===== src/design/rp_pkg.sv =====
////////////////////////////////////////////////////////////
// rp_pkg
// shared sample types, bus geometry, region map and
// register offsets for the fast analog path
////////////////////////////////////////////////////////////

package rp_pkg;

  // sample path
  localparam int SAMPLE_W  = 14;
  localparam int ADC_PIN_W = 16;                 // pins [1:0] unused

  typedef logic signed [SAMPLE_W-1:0] sample_t;  // two's complement
  typedef logic        [SAMPLE_W-1:0] adc_code_t; // neg-slope converter code

  // control bus
  localparam int BUS_AW     = 32;
  localparam int BUS_DW     = 32;
  localparam int N_REGIONS  = 8;
  localparam int REGION_LSB = 20;                // 1 MB per region
  localparam int REGION_MSB = 22;
  localparam int REGION_HK  = 0;
  localparam int REGION_DSP = 3;

  // housekeeping offsets, compared on addr[19:0]
  localparam logic [REGION_LSB-1:0] HK_ID_OFS    = 20'h00000;
  localparam logic [REGION_LSB-1:0] HK_DLOOP_OFS = 20'h0000C;
  localparam logic [REGION_LSB-1:0] HK_LED_OFS   = 20'h00030;
  localparam logic [BUS_DW-1:0]     HK_ID_VALUE  = 32'h5250_0001;
  localparam int                    LED_W        = 8;

  // routing offsets
  localparam logic [REGION_LSB-1:0] RT_SEL_A_OFS   = 20'h00000;
  localparam logic [REGION_LSB-1:0] RT_SEL_B_OFS   = 20'h00004;
  localparam logic [REGION_LSB-1:0] RT_CONST_A_OFS = 20'h00008;
  localparam logic [REGION_LSB-1:0] RT_CONST_B_OFS = 20'h0000C;

  typedef enum logic [1:0] {
    SRC_IN_A  = 2'd0,
    SRC_IN_B  = 2'd1,
    SRC_CONST = 2'd2                             // 2'd3 never stored
  } route_sel_t;

  // sign kept, magnitude bits flipped; same rule both ways
  function automatic sample_t code_to_sample(adc_code_t code);
    return {code[SAMPLE_W-1], ~code[SAMPLE_W-2:0]};
  endfunction

  function automatic adc_code_t sample_to_code(sample_t smp);
    return {smp[SAMPLE_W-1], ~smp[SAMPLE_W-2:0]};
  endfunction

endpackage


===== src/design/adc_frontend.sv =====
////////////////////////////////////////////////////////////
// adc_frontend
// captures both ADC pin buses, converts the neg-slope code
// to two's complement and applies the digital loopback
////////////////////////////////////////////////////////////

module adc_frontend
  import rp_pkg::*;
(
  input  logic                 adc_clk,
  input  logic                 arst_n_i,
  input  logic [ADC_PIN_W-1:0] adc_dat_a_i,    // ADC ch A pins
  input  logic [ADC_PIN_W-1:0] adc_dat_b_i,    // ADC ch B pins
  input  logic                 digital_loop_i, // 1 = take loop samples
  input  sample_t              loop_a_i,       // DAC-side samples
  input  sample_t              loop_b_i,
  output sample_t              adc_a_o,
  output sample_t              adc_b_o
);

  adc_code_t code_a_q;
  adc_code_t code_b_q;

  // input registers, top 14 bits only
  always_ff @(posedge adc_clk or negedge arst_n_i)
  begin
    if (!arst_n_i)
    begin
      code_a_q <= '0;
      code_b_q <= '0;
    end
    else
    begin
      code_a_q <= adc_dat_a_i[ADC_PIN_W-1:ADC_PIN_W-SAMPLE_W];
      code_b_q <= adc_dat_b_i[ADC_PIN_W-1:ADC_PIN_W-SAMPLE_W];
    end
  end

  // loopback mux sits after the register
  assign adc_a_o = digital_loop_i ? loop_a_i : code_to_sample(code_a_q);
  assign adc_b_o = digital_loop_i ? loop_b_i : code_to_sample(code_b_q);

  // loop samples come back from the router, so this covers both paths
  a_no_x_samples: assert property (@(posedge adc_clk) disable iff (!arst_n_i)
    !$isunknown({adc_a_o, adc_b_o}))
    else $error("adc_frontend: X on sample outputs");

endmodule


===== src/design/sys_bus_decoder.sv =====
////////////////////////////////////////////////////////////
// sys_bus_decoder
// splits the bus into 8 regions of 1 MB, routes the strobes
// and merges read data and ack back to the master
////////////////////////////////////////////////////////////

module sys_bus_decoder
  import rp_pkg::*;
(
  input  logic              adc_clk,
  input  logic              arst_n_i,
  input  logic [BUS_AW-1:0] sys_addr_i,
  input  logic              sys_wen_i,
  input  logic              sys_ren_i,
  input  logic [BUS_DW-1:0] hk_rdata_i,   // region 0
  input  logic              hk_ack_i,
  input  logic [BUS_DW-1:0] rt_rdata_i,   // region 3
  input  logic              rt_ack_i,
  output logic [BUS_DW-1:0] sys_rdata_o,
  output logic              sys_ack_o,
  output logic              sys_err_o,
  output logic              hk_wen_o,
  output logic              hk_ren_o,
  output logic              rt_wen_o,
  output logic              rt_ren_o
);

  logic [REGION_MSB-REGION_LSB:0] region;
  logic [N_REGIONS-1:0]           region_cs;  // one-hot
  logic [BUS_DW-1:0]              rdata_arr [N_REGIONS];
  logic [N_REGIONS-1:0]           ack_arr;
  logic                           strobe;

  assign region    = sys_addr_i[REGION_MSB:REGION_LSB];
  assign region_cs = N_REGIONS'(1) << region;
  assign strobe    = sys_wen_i | sys_ren_i;

  // strobes go only to the addressed region
  assign hk_wen_o = sys_wen_i & region_cs[REGION_HK];
  assign hk_ren_o = sys_ren_i & region_cs[REGION_HK];
  assign rt_wen_o = sys_wen_i & region_cs[REGION_DSP];
  assign rt_ren_o = sys_ren_i & region_cs[REGION_DSP];

  ////////////////////////////////////////////////////////////
  // per-region return path
  ////////////////////////////////////////////////////////////

  always_comb
  begin
    for (int i = 0; i < N_REGIONS; i++)
    begin
      rdata_arr[i] = '0;       // empty region reads zero
      ack_arr[i]   = strobe;   // and answers right away
    end
    rdata_arr[REGION_HK]  = hk_rdata_i;
    ack_arr[REGION_HK]    = hk_ack_i;
    rdata_arr[REGION_DSP] = rt_rdata_i;
    ack_arr[REGION_DSP]   = rt_ack_i;
  end

  assign sys_rdata_o = rdata_arr[region];
  assign sys_ack_o   = |(region_cs & ack_arr);
  assign sys_err_o   = 1'b0;   // no error source

  a_wen_ren_excl: assert property (@(posedge adc_clk) disable iff (!arst_n_i)
    !(sys_wen_i && sys_ren_i))
    else $error("sys_bus_decoder: wen and ren high together");

  // registered slaves must answer exactly one cycle later
  a_reg_ack: assert property (@(posedge adc_clk) disable iff (!arst_n_i)
    (hk_wen_o || hk_ren_o || rt_wen_o || rt_ren_o) |=> sys_ack_o)
    else $error("sys_bus_decoder: no ack after register access");

endmodule


===== src/design/housekeeping_regs.sv =====
////////////////////////////////////////////////////////////
// housekeeping_regs
// region 0 registers: ID, digital loop flag and LEDs
////////////////////////////////////////////////////////////

module housekeeping_regs
  import rp_pkg::*;
(
  input  logic              adc_clk,
  input  logic              arst_n_i,
  input  logic [BUS_AW-1:0] sys_addr_i,
  input  logic [BUS_DW-1:0] sys_wdata_i,
  input  logic              wen_i,
  input  logic              ren_i,
  output logic [BUS_DW-1:0] rdata_o,
  output logic              ack_o,
  output logic              digital_loop_o,
  output logic [LED_W-1:0]  led_o
);

  logic [REGION_LSB-1:0] ofs;
  logic                  dloop_q;
  logic [LED_W-1:0]      led_q;

  assign ofs = sys_addr_i[REGION_LSB-1:0];  // offset inside region

  // control registers and ack
  always_ff @(posedge adc_clk or negedge arst_n_i)
  begin
    if (!arst_n_i)
    begin
      dloop_q <= 1'b0;
      led_q   <= '0;
      ack_o   <= 1'b0;
    end
    else
    begin
      ack_o <= wen_i | ren_i;  // one cycle after the pulse
      if (wen_i)
      begin
        if (ofs == HK_DLOOP_OFS) dloop_q <= sys_wdata_i[0];
        if (ofs == HK_LED_OFS)   led_q   <= sys_wdata_i[LED_W-1:0];
      end
    end
  end

  // read data, only looked at together with ack
  always_ff @(posedge adc_clk)
  begin
    if (ren_i)
    begin
      case (ofs)
        HK_ID_OFS:    rdata_o <= HK_ID_VALUE;
        HK_DLOOP_OFS: rdata_o <= BUS_DW'(dloop_q);
        HK_LED_OFS:   rdata_o <= BUS_DW'(led_q);
        default:      rdata_o <= '0;      // unknown offset
      endcase
    end
  end

  assign digital_loop_o = dloop_q;
  assign led_o          = led_q;

endmodule


===== src/design/dsp_router.sv =====
////////////////////////////////////////////////////////////
// dsp_router
// picks, per DAC channel, ADC A, ADC B or a constant and
// registers the result; selects and constants sit in
// region 3
////////////////////////////////////////////////////////////

module dsp_router
  import rp_pkg::*;
(
  input  logic              adc_clk,
  input  logic              arst_n_i,
  input  logic [BUS_AW-1:0] sys_addr_i,
  input  logic [BUS_DW-1:0] sys_wdata_i,
  input  logic              wen_i,
  input  logic              ren_i,
  input  sample_t           in_a_i,
  input  sample_t           in_b_i,
  output logic [BUS_DW-1:0] rdata_o,
  output logic              ack_o,
  output sample_t           out_a_o,
  output sample_t           out_b_o
);

  logic [REGION_LSB-1:0] ofs;
  route_sel_t            sel_a_q;
  route_sel_t            sel_b_q;
  sample_t               const_a_q;
  sample_t               const_b_q;
  logic                  sel_ok;    // write value is a legal source

  function automatic sample_t route(route_sel_t sel, sample_t a, sample_t b, sample_t c);
    case (sel)
      SRC_IN_A: return a;
      SRC_IN_B: return b;
      default:  return c;
    endcase
  endfunction

  assign ofs    = sys_addr_i[REGION_LSB-1:0];
  assign sel_ok = (sys_wdata_i[1:0] != 2'd3);

  ////////////////////////////////////////////////////////////
  // bus registers
  ////////////////////////////////////////////////////////////

  always_ff @(posedge adc_clk or negedge arst_n_i)
  begin
    if (!arst_n_i)
    begin
      sel_a_q   <= SRC_IN_A;
      sel_b_q   <= SRC_IN_B;
      const_a_q <= '0;
      const_b_q <= '0;
      ack_o     <= 1'b0;
    end
    else
    begin
      ack_o <= wen_i | ren_i;
      if (wen_i)
      begin
        // fourth select code is dropped, old source stays
        if (ofs == RT_SEL_A_OFS && sel_ok) sel_a_q <= route_sel_t'(sys_wdata_i[1:0]);
        if (ofs == RT_SEL_B_OFS && sel_ok) sel_b_q <= route_sel_t'(sys_wdata_i[1:0]);
        if (ofs == RT_CONST_A_OFS) const_a_q <= sys_wdata_i[SAMPLE_W-1:0];
        if (ofs == RT_CONST_B_OFS) const_b_q <= sys_wdata_i[SAMPLE_W-1:0];
      end
    end
  end

  always_ff @(posedge adc_clk)
  begin
    if (ren_i)
    begin
      case (ofs)
        RT_SEL_A_OFS:   rdata_o <= BUS_DW'(sel_a_q);
        RT_SEL_B_OFS:   rdata_o <= BUS_DW'(sel_b_q);
        RT_CONST_A_OFS: rdata_o <= BUS_DW'(const_a_q);  // sign extended
        RT_CONST_B_OFS: rdata_o <= BUS_DW'(const_b_q);
        default:        rdata_o <= '0;
      endcase
    end
  end

  ////////////////////////////////////////////////////////////
  // sample path, one register stage
  ////////////////////////////////////////////////////////////

  always_ff @(posedge adc_clk or negedge arst_n_i)
  begin
    if (!arst_n_i)
    begin
      out_a_o <= '0;
      out_b_o <= '0;
    end
    else
    begin
      out_a_o <= route(sel_a_q, in_a_i, in_b_i, const_a_q);
      out_b_o <= route(sel_b_q, in_a_i, in_b_i, const_b_q);
    end
  end

  a_sel_legal: assert property (@(posedge adc_clk) disable iff (!arst_n_i)
    (sel_a_q != 2'd3) && (sel_b_q != 2'd3))
    else $error("dsp_router: select register holds unused code");

endmodule


===== src/design/dac_backend.sv =====
////////////////////////////////////////////////////////////
// dac_backend
// converts both channels to neg-slope code and interleaves
// them on one DAC bus, one channel per clock
////////////////////////////////////////////////////////////

module dac_backend
  import rp_pkg::*;
(
  input  logic      adc_clk,
  input  logic      arst_n_i,
  input  sample_t   dac_a_i,
  input  sample_t   dac_b_i,
  output adc_code_t dac_dat_o,   // shared DAC data bus
  output logic      dac_sel_o,   // 1 = ch B on the bus
  output logic      dac_wrt_o    // write strobe
);

  adc_code_t dat_a_q;
  adc_code_t dat_b_q;
  logic      sel_q;

  // output registers + channel toggle
  always_ff @(posedge adc_clk or negedge arst_n_i)
  begin
    if (!arst_n_i)
    begin
      dat_a_q <= '0;
      dat_b_q <= '0;
      sel_q   <= 1'b0;
    end
    else
    begin
      dat_a_q <= sample_to_code(dac_a_i);
      dat_b_q <= sample_to_code(dac_b_i);
      sel_q   <= ~sel_q;  // flips every cycle
    end
  end

  assign dac_sel_o = sel_q;
  assign dac_wrt_o = ~sel_q;
  assign dac_dat_o = sel_q ? dat_b_q : dat_a_q;  // B while sel high

endmodule


===== src/design/rp_top.sv =====
////////////////////////////////////////////////////////////
// rp_top
// fast analog path: ADC capture, routing, DAC interleave,
// plus the control bus with housekeeping and routing regs
////////////////////////////////////////////////////////////

module rp_top
  import rp_pkg::*;
(
  input  logic                 adc_clk,
  input  logic                 arst_n_i,
  input  logic [ADC_PIN_W-1:0] adc_dat_a_i,
  input  logic [ADC_PIN_W-1:0] adc_dat_b_i,
  input  logic [BUS_AW-1:0]    sys_addr_i,
  input  logic [BUS_DW-1:0]    sys_wdata_i,
  input  logic                 sys_wen_i,
  input  logic                 sys_ren_i,
  output logic [BUS_DW-1:0]    sys_rdata_o,
  output logic                 sys_ack_o,
  output logic                 sys_err_o,
  output adc_code_t            dac_dat_o,
  output logic                 dac_sel_o,
  output logic                 dac_wrt_o,
  output logic                 adc_cdcs_o,  // duty cycle stabilizer
  output logic [LED_W-1:0]     led_o
);

  sample_t           adc_a, adc_b;        // converted ADC samples
  sample_t           dsp_a, dsp_b;        // routed samples to DAC
  logic              digital_loop;
  logic              hk_wen, hk_ren, hk_ack;
  logic              rt_wen, rt_ren, rt_ack;
  logic [BUS_DW-1:0] hk_rdata, rt_rdata;

  assign adc_cdcs_o = 1'b1;  // stabilizer always on

  ////////////////////////////////////////////////////////////
  // control bus
  ////////////////////////////////////////////////////////////

  sys_bus_decoder i_bus (
    .adc_clk     (adc_clk),
    .arst_n_i    (arst_n_i),
    .sys_addr_i  (sys_addr_i),
    .sys_wen_i   (sys_wen_i),
    .sys_ren_i   (sys_ren_i),
    .hk_rdata_i  (hk_rdata),
    .hk_ack_i    (hk_ack),
    .rt_rdata_i  (rt_rdata),
    .rt_ack_i    (rt_ack),
    .sys_rdata_o (sys_rdata_o),
    .sys_ack_o   (sys_ack_o),
    .sys_err_o   (sys_err_o),
    .hk_wen_o    (hk_wen),
    .hk_ren_o    (hk_ren),
    .rt_wen_o    (rt_wen),
    .rt_ren_o    (rt_ren)
  );

  housekeeping_regs i_hk (
    .adc_clk        (adc_clk),
    .arst_n_i       (arst_n_i),
    .sys_addr_i     (sys_addr_i),
    .sys_wdata_i    (sys_wdata_i),
    .wen_i          (hk_wen),
    .ren_i          (hk_ren),
    .rdata_o        (hk_rdata),
    .ack_o          (hk_ack),
    .digital_loop_o (digital_loop),
    .led_o          (led_o)
  );

  ////////////////////////////////////////////////////////////
  // sample path, pins to DAC in 3 cycles
  ////////////////////////////////////////////////////////////

  adc_frontend i_adc (
    .adc_clk        (adc_clk),
    .arst_n_i       (arst_n_i),
    .adc_dat_a_i    (adc_dat_a_i),
    .adc_dat_b_i    (adc_dat_b_i),
    .digital_loop_i (digital_loop),
    .loop_a_i       (dsp_a),   // loopback from router
    .loop_b_i       (dsp_b),
    .adc_a_o        (adc_a),
    .adc_b_o        (adc_b)
  );

  dsp_router i_dsp (
    .adc_clk     (adc_clk),
    .arst_n_i    (arst_n_i),
    .sys_addr_i  (sys_addr_i),
    .sys_wdata_i (sys_wdata_i),
    .wen_i       (rt_wen),
    .ren_i       (rt_ren),
    .in_a_i      (adc_a),
    .in_b_i      (adc_b),
    .rdata_o     (rt_rdata),
    .ack_o       (rt_ack),
    .out_a_o     (dsp_a),
    .out_b_o     (dsp_b)
  );

  dac_backend i_dac (
    .adc_clk   (adc_clk),
    .arst_n_i  (arst_n_i),
    .dac_a_i   (dsp_a),
    .dac_b_i   (dsp_b),
    .dac_dat_o (dac_dat_o),
    .dac_sel_o (dac_sel_o),
    .dac_wrt_o (dac_wrt_o)
  );

endmodule


===== config.mk =====
export PLATFORM = sky130hd
export DESIGN_NAME = rp_top
export DESIGN_NICKNAME = d
export VERILOG_FILES = /design/src/design/rp_pkg.sv /design/src/design/adc_frontend.sv /design/src/design/sys_bus_decoder.sv /design/src/design/housekeeping_regs.sv /design/src/design/dsp_router.sv /design/src/design/dac_backend.sv /design/src/design/rp_top.sv
export SDC_FILE = /design/constraint.sdc
export NUM_CORES = 1
export LEC_CHECK = 0
export BUFFER_PORTS_ARGS = -buffer_cell sky130_fd_sc_hd__buf_2
export CORE_AREA = 2 2 172 132
export CTS_CLUSTER_DIAMETER = 120
export CTS_CLUSTER_SIZE = 14
export DETAILED_ROUTE_END_ITERATION = 8
export DIE_AREA = 0 0 174 134
export GPL_ROUTABILITY_DRIVEN = 0
export GPL_TIMING_DRIVEN = 0
export PLACE_DENSITY = 0.58
export RECOVER_POWER = 50
export SKIP_CTS_REPAIR_TIMING = 1
export SYNTH_ARGS = -nofsm -noshare
export SYNTH_HDL_FRONTEND = slang
export SYNTH_SLANG_ARGS = --single-unit

===== constraint.sdc =====
create_clock -name adc_clk -period 4.43 [get_ports adc_clk]
set_clock_uncertainty 0.15 [all_clocks]
set_input_delay 0.2215 -clock adc_clk [delete_from_list [all_inputs] [get_ports adc_clk]]
set_output_delay 0.2215 -clock adc_clk [all_outputs]
set_load 0.01 [all_outputs]

==> impl_metrics.yaml, run 1 <==
sta:
  finalHoldViolations: 2
  rsz0062_at_grt: "no"
  finalCritPeriodShare_pct: 60.94
  setup_slack_ns: 1.731
  min_period_ns: 2.699
  hold_slack_ns: -0.02326
  drv_slew: 72
  relSlewSlack_pct: -16.25
  tightest_slew_ns: 1.744
  max_freq_ghz: 0.3704
  setup_viol: 0
  fin_setup_tns_ns: 0
clock_network:
  cts_tree: "yes"
  clkSlewWorstSetupHoldPaths_ns: 0.06
  cts_sinks: 151
  insertion_delay_ns: 0.42
  cts_root_buf: "clkbuf_16"
  cts.htree.levels: 4
  cts_buffer_depth: 2
  cts-buffers-inserted: 17
setup_path:
  worstPathRequired_ns: 4.06
  crit_type: "reg2out"
  cp_top_family: "buffers and inverters"
  start_kind: "register"
  critPathMaxStageDelay_ns: 0.63
  cp_cell_sequence: "clkbuf_1 -> clkbuf_1 -> mux2_2 -> buf_2"
  cp_slowest_cell: "clkbuf_1"
  cp.buffers_inverters: 3
  critPathMaxFanout: 10
  cpMostUsedCell: "clkbuf_1"
  crit_arrival_ns: 2.33
  worstSetupEndpointType: "output pin"
worst_hold_path:
  hold_path.class: "in2reg"
grt:
  grt_pass1_wl_mm: 24.00
  grt_pass1_vias: 4285
  grt_max_degree: 72
  grt_overflow: 0
  antenna_found_initial: 0
  grtUsageTotal_pct: 13.67
place:
  io_buffers: 125
  place_worst_setup_slack_ns: 1.795
  hpwl_mm: 11.43
pwr:
  p_sw_uw: 667.4
  peakVddDrop_v: 0.0001894
  power_uw: 2984
  pwr-share-seq_pct: 48.4
  power_density_nw_per_um2: 356.1
  power_switching_share_pct: 22.37
  leakagePower_uw: 0.003639
  comb_power_share_pct: 5.6
  power.internal_uw: 2317
  clkPwrFrac_pct: 45.9
routing:
  avgRoutedWirePerCell_um: 15.93
  post_drt_via_cell_ratio: 4.398
  initialDrtViolationCount: 240
  firstDrtPassIters: 4
  finalWirelength_mm: 15.71
  drc: 0
  vias: 4336
  drtAntennaViolNets: 0
logic_synthesis:
  yosysSeqAreaShare_pct: 60.67
  yosysTopAreaCellShare_pct: 49.50
  synth.area.top_cells: "dfrtp_1 50%, edfxtp_1 11%, mux2i_1 9.7%, mux2_2 6.0%, o21ai_0 2.6%"
  synth_area_leader_cell: "dfrtp_1"
  syn_nets: 593
  synth_area_um2: 6420
  ys_warn_count: 0
  synth_ff_type: "dfrtp_1"
  ys_async_sr_fraction_pct: 84.77
  avgSynthCellArea_um2: 13.02
  synth_top_cells_by_count: "127 x dfrtp_1, 62 x mux2i_1, 37 x nand2_1"
  synth_seq_cells: 151
  synth_cell_types: 42
  synth_edf_count: 23
  netlist_instances: 493
  synth_most_common_cell: "dfrtp_1"
run_status:
  violations: "negative hold slack, max-capacitance violations, max-slew violations"
  status: "complete, but fails checks"
floorplanning:
  coreArea_um2: 21640
  start_util_pct: 29.67
  rows: 47
  io_pins: 159
  die_x_um: 174
  die_area_um2: 23320
  dieHeight_um: 134
layout:
  drive_gt1_share_pct: 31.50
  n_antenna_cell: 0
  num-nets-final: 780
  fill_cells: 2163
  utilization_pct: 38.72
  syn_to_final_growth_pct: 30.52
run:
  drv_cap: 1
-- layer usage --
metal | global-route usage (%) | share of wire [%] | up-vias
met4 | 3.922 | 0.15 | 0
li1 | - | - | 2051
met1 | 19.42 | 49 | 2170
met3 | 3.968 | 5.3 | 2
met2 | 20.32 | 46 | 113
met5 | 0 | 0 | -
-- cell type report --
cell class	instances	area, µm²	share of cell area (%)
flip-flops and latches	151	3895	46.48
plain buffers	44	251.5	3.001
clock buffers	19	454.2	5.420
clock inverters	12	101.3	1.209
inverters	28	105.1	1.254
well taps	294	367.9	4.390
repair buffers	168	1042	12.44
multi-input cells	270	2162	25.80
-- path summary, 6_finish.rpt --
path                       slack, ns                          from                         endpoint  cells after the start
min reg2reg                     0.22   i_dsp.out_b_o[13]$_DFF_PN0_      i_dac.dat_b_q[13]$_DFF_PN0_                      0
min in group asynchronous       0.18                      arst_n_i  i_dsp.const_a_q[11]$_DFFE_PN0P_                      2
max reg2reg                     2.02  i_dsp.sel_b_q[0]$_DFFE_PN1P_       i_dsp.out_b_o[7]$_DFF_PN0_                      4
min                            -0.02                     sys_ren_i             i_hk.ack_o$_DFF_PN0_                      3
max                             1.73     i_dac.dac_sel_o$_DFF_PN0_                    dac_dat_o[10]                      4
max in group asynchronous       1.84                      arst_n_i       i_dac.dat_a_q[4]$_DFF_PN0_                      3
-- through the flow --
step / cell area [µm²] / instances
2_1_floorplan: 6420 / 493
3_3_place_gp: 7413 / 912
3_5_place_dp: 7447 / 913
4_1_cts: 8003 / 944
5_1_grt: 8379 / 986
6_report: 8379 / 986
-- registers in the layout, summed over array words and instances (netlist names), 2 cells and up --
signal           count
i_adc.code_a_q      14
i_adc.code_b_q      14
i_dac.dat_a_q       14
i_dac.dat_b_q       14
i_dsp.const_a_q     14
i_dsp.const_b_q     14
i_dsp.out_a_o       14
i_dsp.out_b_o       14
i_dsp.rdata_o       14
i_dsp.sel_a_q        2
i_dsp.sel_b_q        2
i_hk.led_o           8
i_hk.rdata_o         9
-- placed cells by master, fill, tap and decap left out, types with 21 or more instances in the layout --
cell           instances
edfxtp_1              23
clkbuf_1              31
buf_4                 21
nand2_1               37
dlygate4sd3_1         42
mux2i_1               62
dfrtp_1              127
inv_1                 28
buf_2                112
mux2_2                34
o21ai_0               33
-- worst min-delay path: stages --
cell     delay [ns]
buf_2          0.11
nor2_1         0.06
nor2b_1        0.10
-- power groups by stage --
stage	clock network [µW]	logic, µW	registers, µW
after global placement	0	141	1470
after CTS	1410	147	1440
after global routing	1470	190	1450
after detailed placement	0	146	1470
after floorplan	0	57.7	1470
final	1370	168	1440
-- kinds of logic (layout without fill, tap and decap cells) --
kind of cell | count (synthesis) | count (layout) | synth area share [%]
AO/OA/AOI/OAI | 48 | 48 | 4.541
buffers and inverters | 72 | 271 | 5.554
flip-flops | 151 | 151 | 60.67
multiplexers | 116 | 116 | 19.96
other | 2 | 2 | 0.1170
AND/OR/NAND/NOR | 104 | 104 | 9.160
(Power assumes the default switching activity.)
==> run 2: changes to the inputs <==
==> constraint.sdc (replaced) <==
create_clock -name adc_clk -period 2.7 [get_ports adc_clk]
set_clock_uncertainty 0.15 [all_clocks]
set_input_delay 0.135 -clock adc_clk [delete_from_list [all_inputs] [get_ports adc_clk]]
set_output_delay 0.135 -clock adc_clk [all_outputs]
set_load 0.01 [all_outputs]
==> impl_metrics.yaml, run 2 (synthesis results as in run 1) <==
place:
  hpwl_mm: 11.43
  io_buffers: 125
  placed_area_um2: 7447
floorplanning:
  dieHeight_um: 134
  rows: 47
  coreArea_um2: 21640
  start_util_pct: 29.67
  die_x_um: 174
  io_pins: 159
  die_area_um2: 23320
routing:
  drc: 0
  drtAntennaViolNets: 0
  post_drt_via_cell_ratio: 4.381
  avgRoutedWirePerCell_um: 15.83
  firstDrtPassIters: 4
  initialDrtViolationCount: 259
  vias: 4333
  finalWirelength_mm: 15.66
setup_path:
  ff2ff_path_depth: 4
  crit_arrival_ns: 2.52
  reg2reg_slack_ns: 0.30
  timing.rr.end: "i_dsp.out_b_o[7]$_DFF_PN0_"
  worstPathRequired_ns: 2.81
  worstSetupEndpointType: "register"
  start_kind: "register"
  crit_type: "reg2reg"
  reg2reg_from: "i_dsp.sel_b_q[0]$_DFFE_PN1P_"
  critPathMaxFanout: 10
grt:
  grt_pass1_vias: 4285
  grt_overflow: 0
  grt_pass1_wl_mm: 24.00
  antenna_found_initial: 0
  grt_max_degree: 72
  grtUsageTotal_pct: 13.67
worst_hold_path:
  hp-start: "sys_addr_i[18]"
  hold_depth: 5
  hold_end: "i_dsp.sel_b_q[1]$_DFFE_PN0P_"
  hold_path.class: "in2reg"
layout:
  num-nets-final: 783
  final_common_cell: "dfrtp_1"
  drive_gt1_share_pct: 31.51
  stdcell_area_um2: 8411
  syn_to_final_growth_pct: 31.01
  n_antenna_cell: 0
  layout_common_cells: "127 x dfrtp_1, 112 x buf_2, 62 x mux2i_1"
clock_network:
  cts_buffer_depth: 2
  cts_tree: "yes"
  cts-buffers-inserted: 17
  cts_sinks: 151
  cts_root_buf: "clkbuf_16"
  cts.htree.levels: 4
  clkSlewWorstSetupHoldPaths_ns: 0.06
  insertion_delay_ns: 0.41
sta:
  relSlewSlack_pct: -0.7726
  tightest_slew_ns: 1.512
  rsz0062_at_grt: "no"
  finalCritPeriodShare_pct: 89.00
  setup_viol: 0
  max_freq_ghz: 0.4162
  min_period_ns: 2.403
  drv_slew: 59
  finalHoldViolations: 0
run_status:
  violations: "max-capacitance violations, max-slew violations"
  status: "complete, but fails checks"
pwr:
  power_uw: 4899
  leakagePower_uw: 0.003654
  peakVddDrop_v: 0.0003088
  power_density_nw_per_um2: 582.5
run:
  drv_cap: 1
## run 2: cell count changes in the layout (fill, tap and decap cells not counted)
cell	change
clkbuf_1	-1
clkbuf_2	+1
dlygate4sd3_1	+3
## run 2: how the worst max path moves through the flow
stage | startpoint | end | slack (ns) | cells after the start
4_1_cts | i_dac.dac_sel_o$_DFF_PN0_ | dac_dat_o[10] | 0.04 | 4
2_1_floorplan | sys_addr_i[10] | i_dsp.const_a_q[10]$_DFFE_PN0P_ | 0.84 | 5
3_5_place_dp | sys_addr_i[22] | i_dsp.rdata_o[11]$_DFFE_PP_ | 0.15 | 5
5_1_grt | i_dsp.sel_b_q[0]$_DFFE_PN1P_ | i_dsp.out_b_o[7]$_DFF_PN0_ | 0.14 | 4
6_report | i_dsp.sel_b_q[0]$_DFFE_PN1P_ | i_dsp.out_b_o[7]$_DFF_PN0_ | 0.30 | 4
3_3_place_gp | arst_n_i | i_dsp.sel_a_q[1]$_DFFE_PN0P_ | -0.45 | 1
## run 2: cell type report
type / count / area [µm²]
buffer: 44 / 252.7
clock buffer: 19 / 454.2
clock inverter: 12 / 101.3
fill: 2160 / 13230
inverter: 28 / 105.1
multi-input combinational: 270 / 2162
sequential: 151 / 3895
tap: 294 / 367.9
timing repair buffer: 171 / 1072
## run 2: through the flow
step | instances | setup WS (ns) | util (%) | setup TNS [ns] | hold slack (ns)
after floorplan | 493 | 0.8397 | - | 0 | -0.3106
final | 989 | 0.2970 | 38.86 | 0 | 0.04331
after CTS | 944 | 0.04121 | 36.98 | 0 | -0.4376
after global placement | 912 | -0.4458 | 34.26 | -54.35 | 0.09238
after global routing | 989 | 0.1442 | 38.86 | 0 | 0.04691
after detailed placement | 913 | 0.1520 | 34.41 | 0 | 0.003388
## run 2: where the power goes
group          switching, µW  total [µW]  leakage (µW)  internal, µW
clock network            936        2250      0.000270          1310
registers               15.0        2370       0.00179          2360
logic                    145         280       0.00159           135
total                   1100        4900       0.00365          3800
## run 2: critical path, cell delays in order (launching register included)
cell and delay (ns):
dfstp_2 0.51, clkbuf_1 0.52, buf_1 0.72, mux2i_1 0.25, o21ai_0 0.11
## run 2: routing by layer
layer / global-route usage (%) / up-vias / part of all wire, %
met1: 19.42 / 2150 / 48
met4: 3.922 / 0 / 0.15
li1: - / 2056 / -
met5: 0 / - / 0
met3: 3.968 / 2 / 6.5
met2: 20.32 / 125 / 46
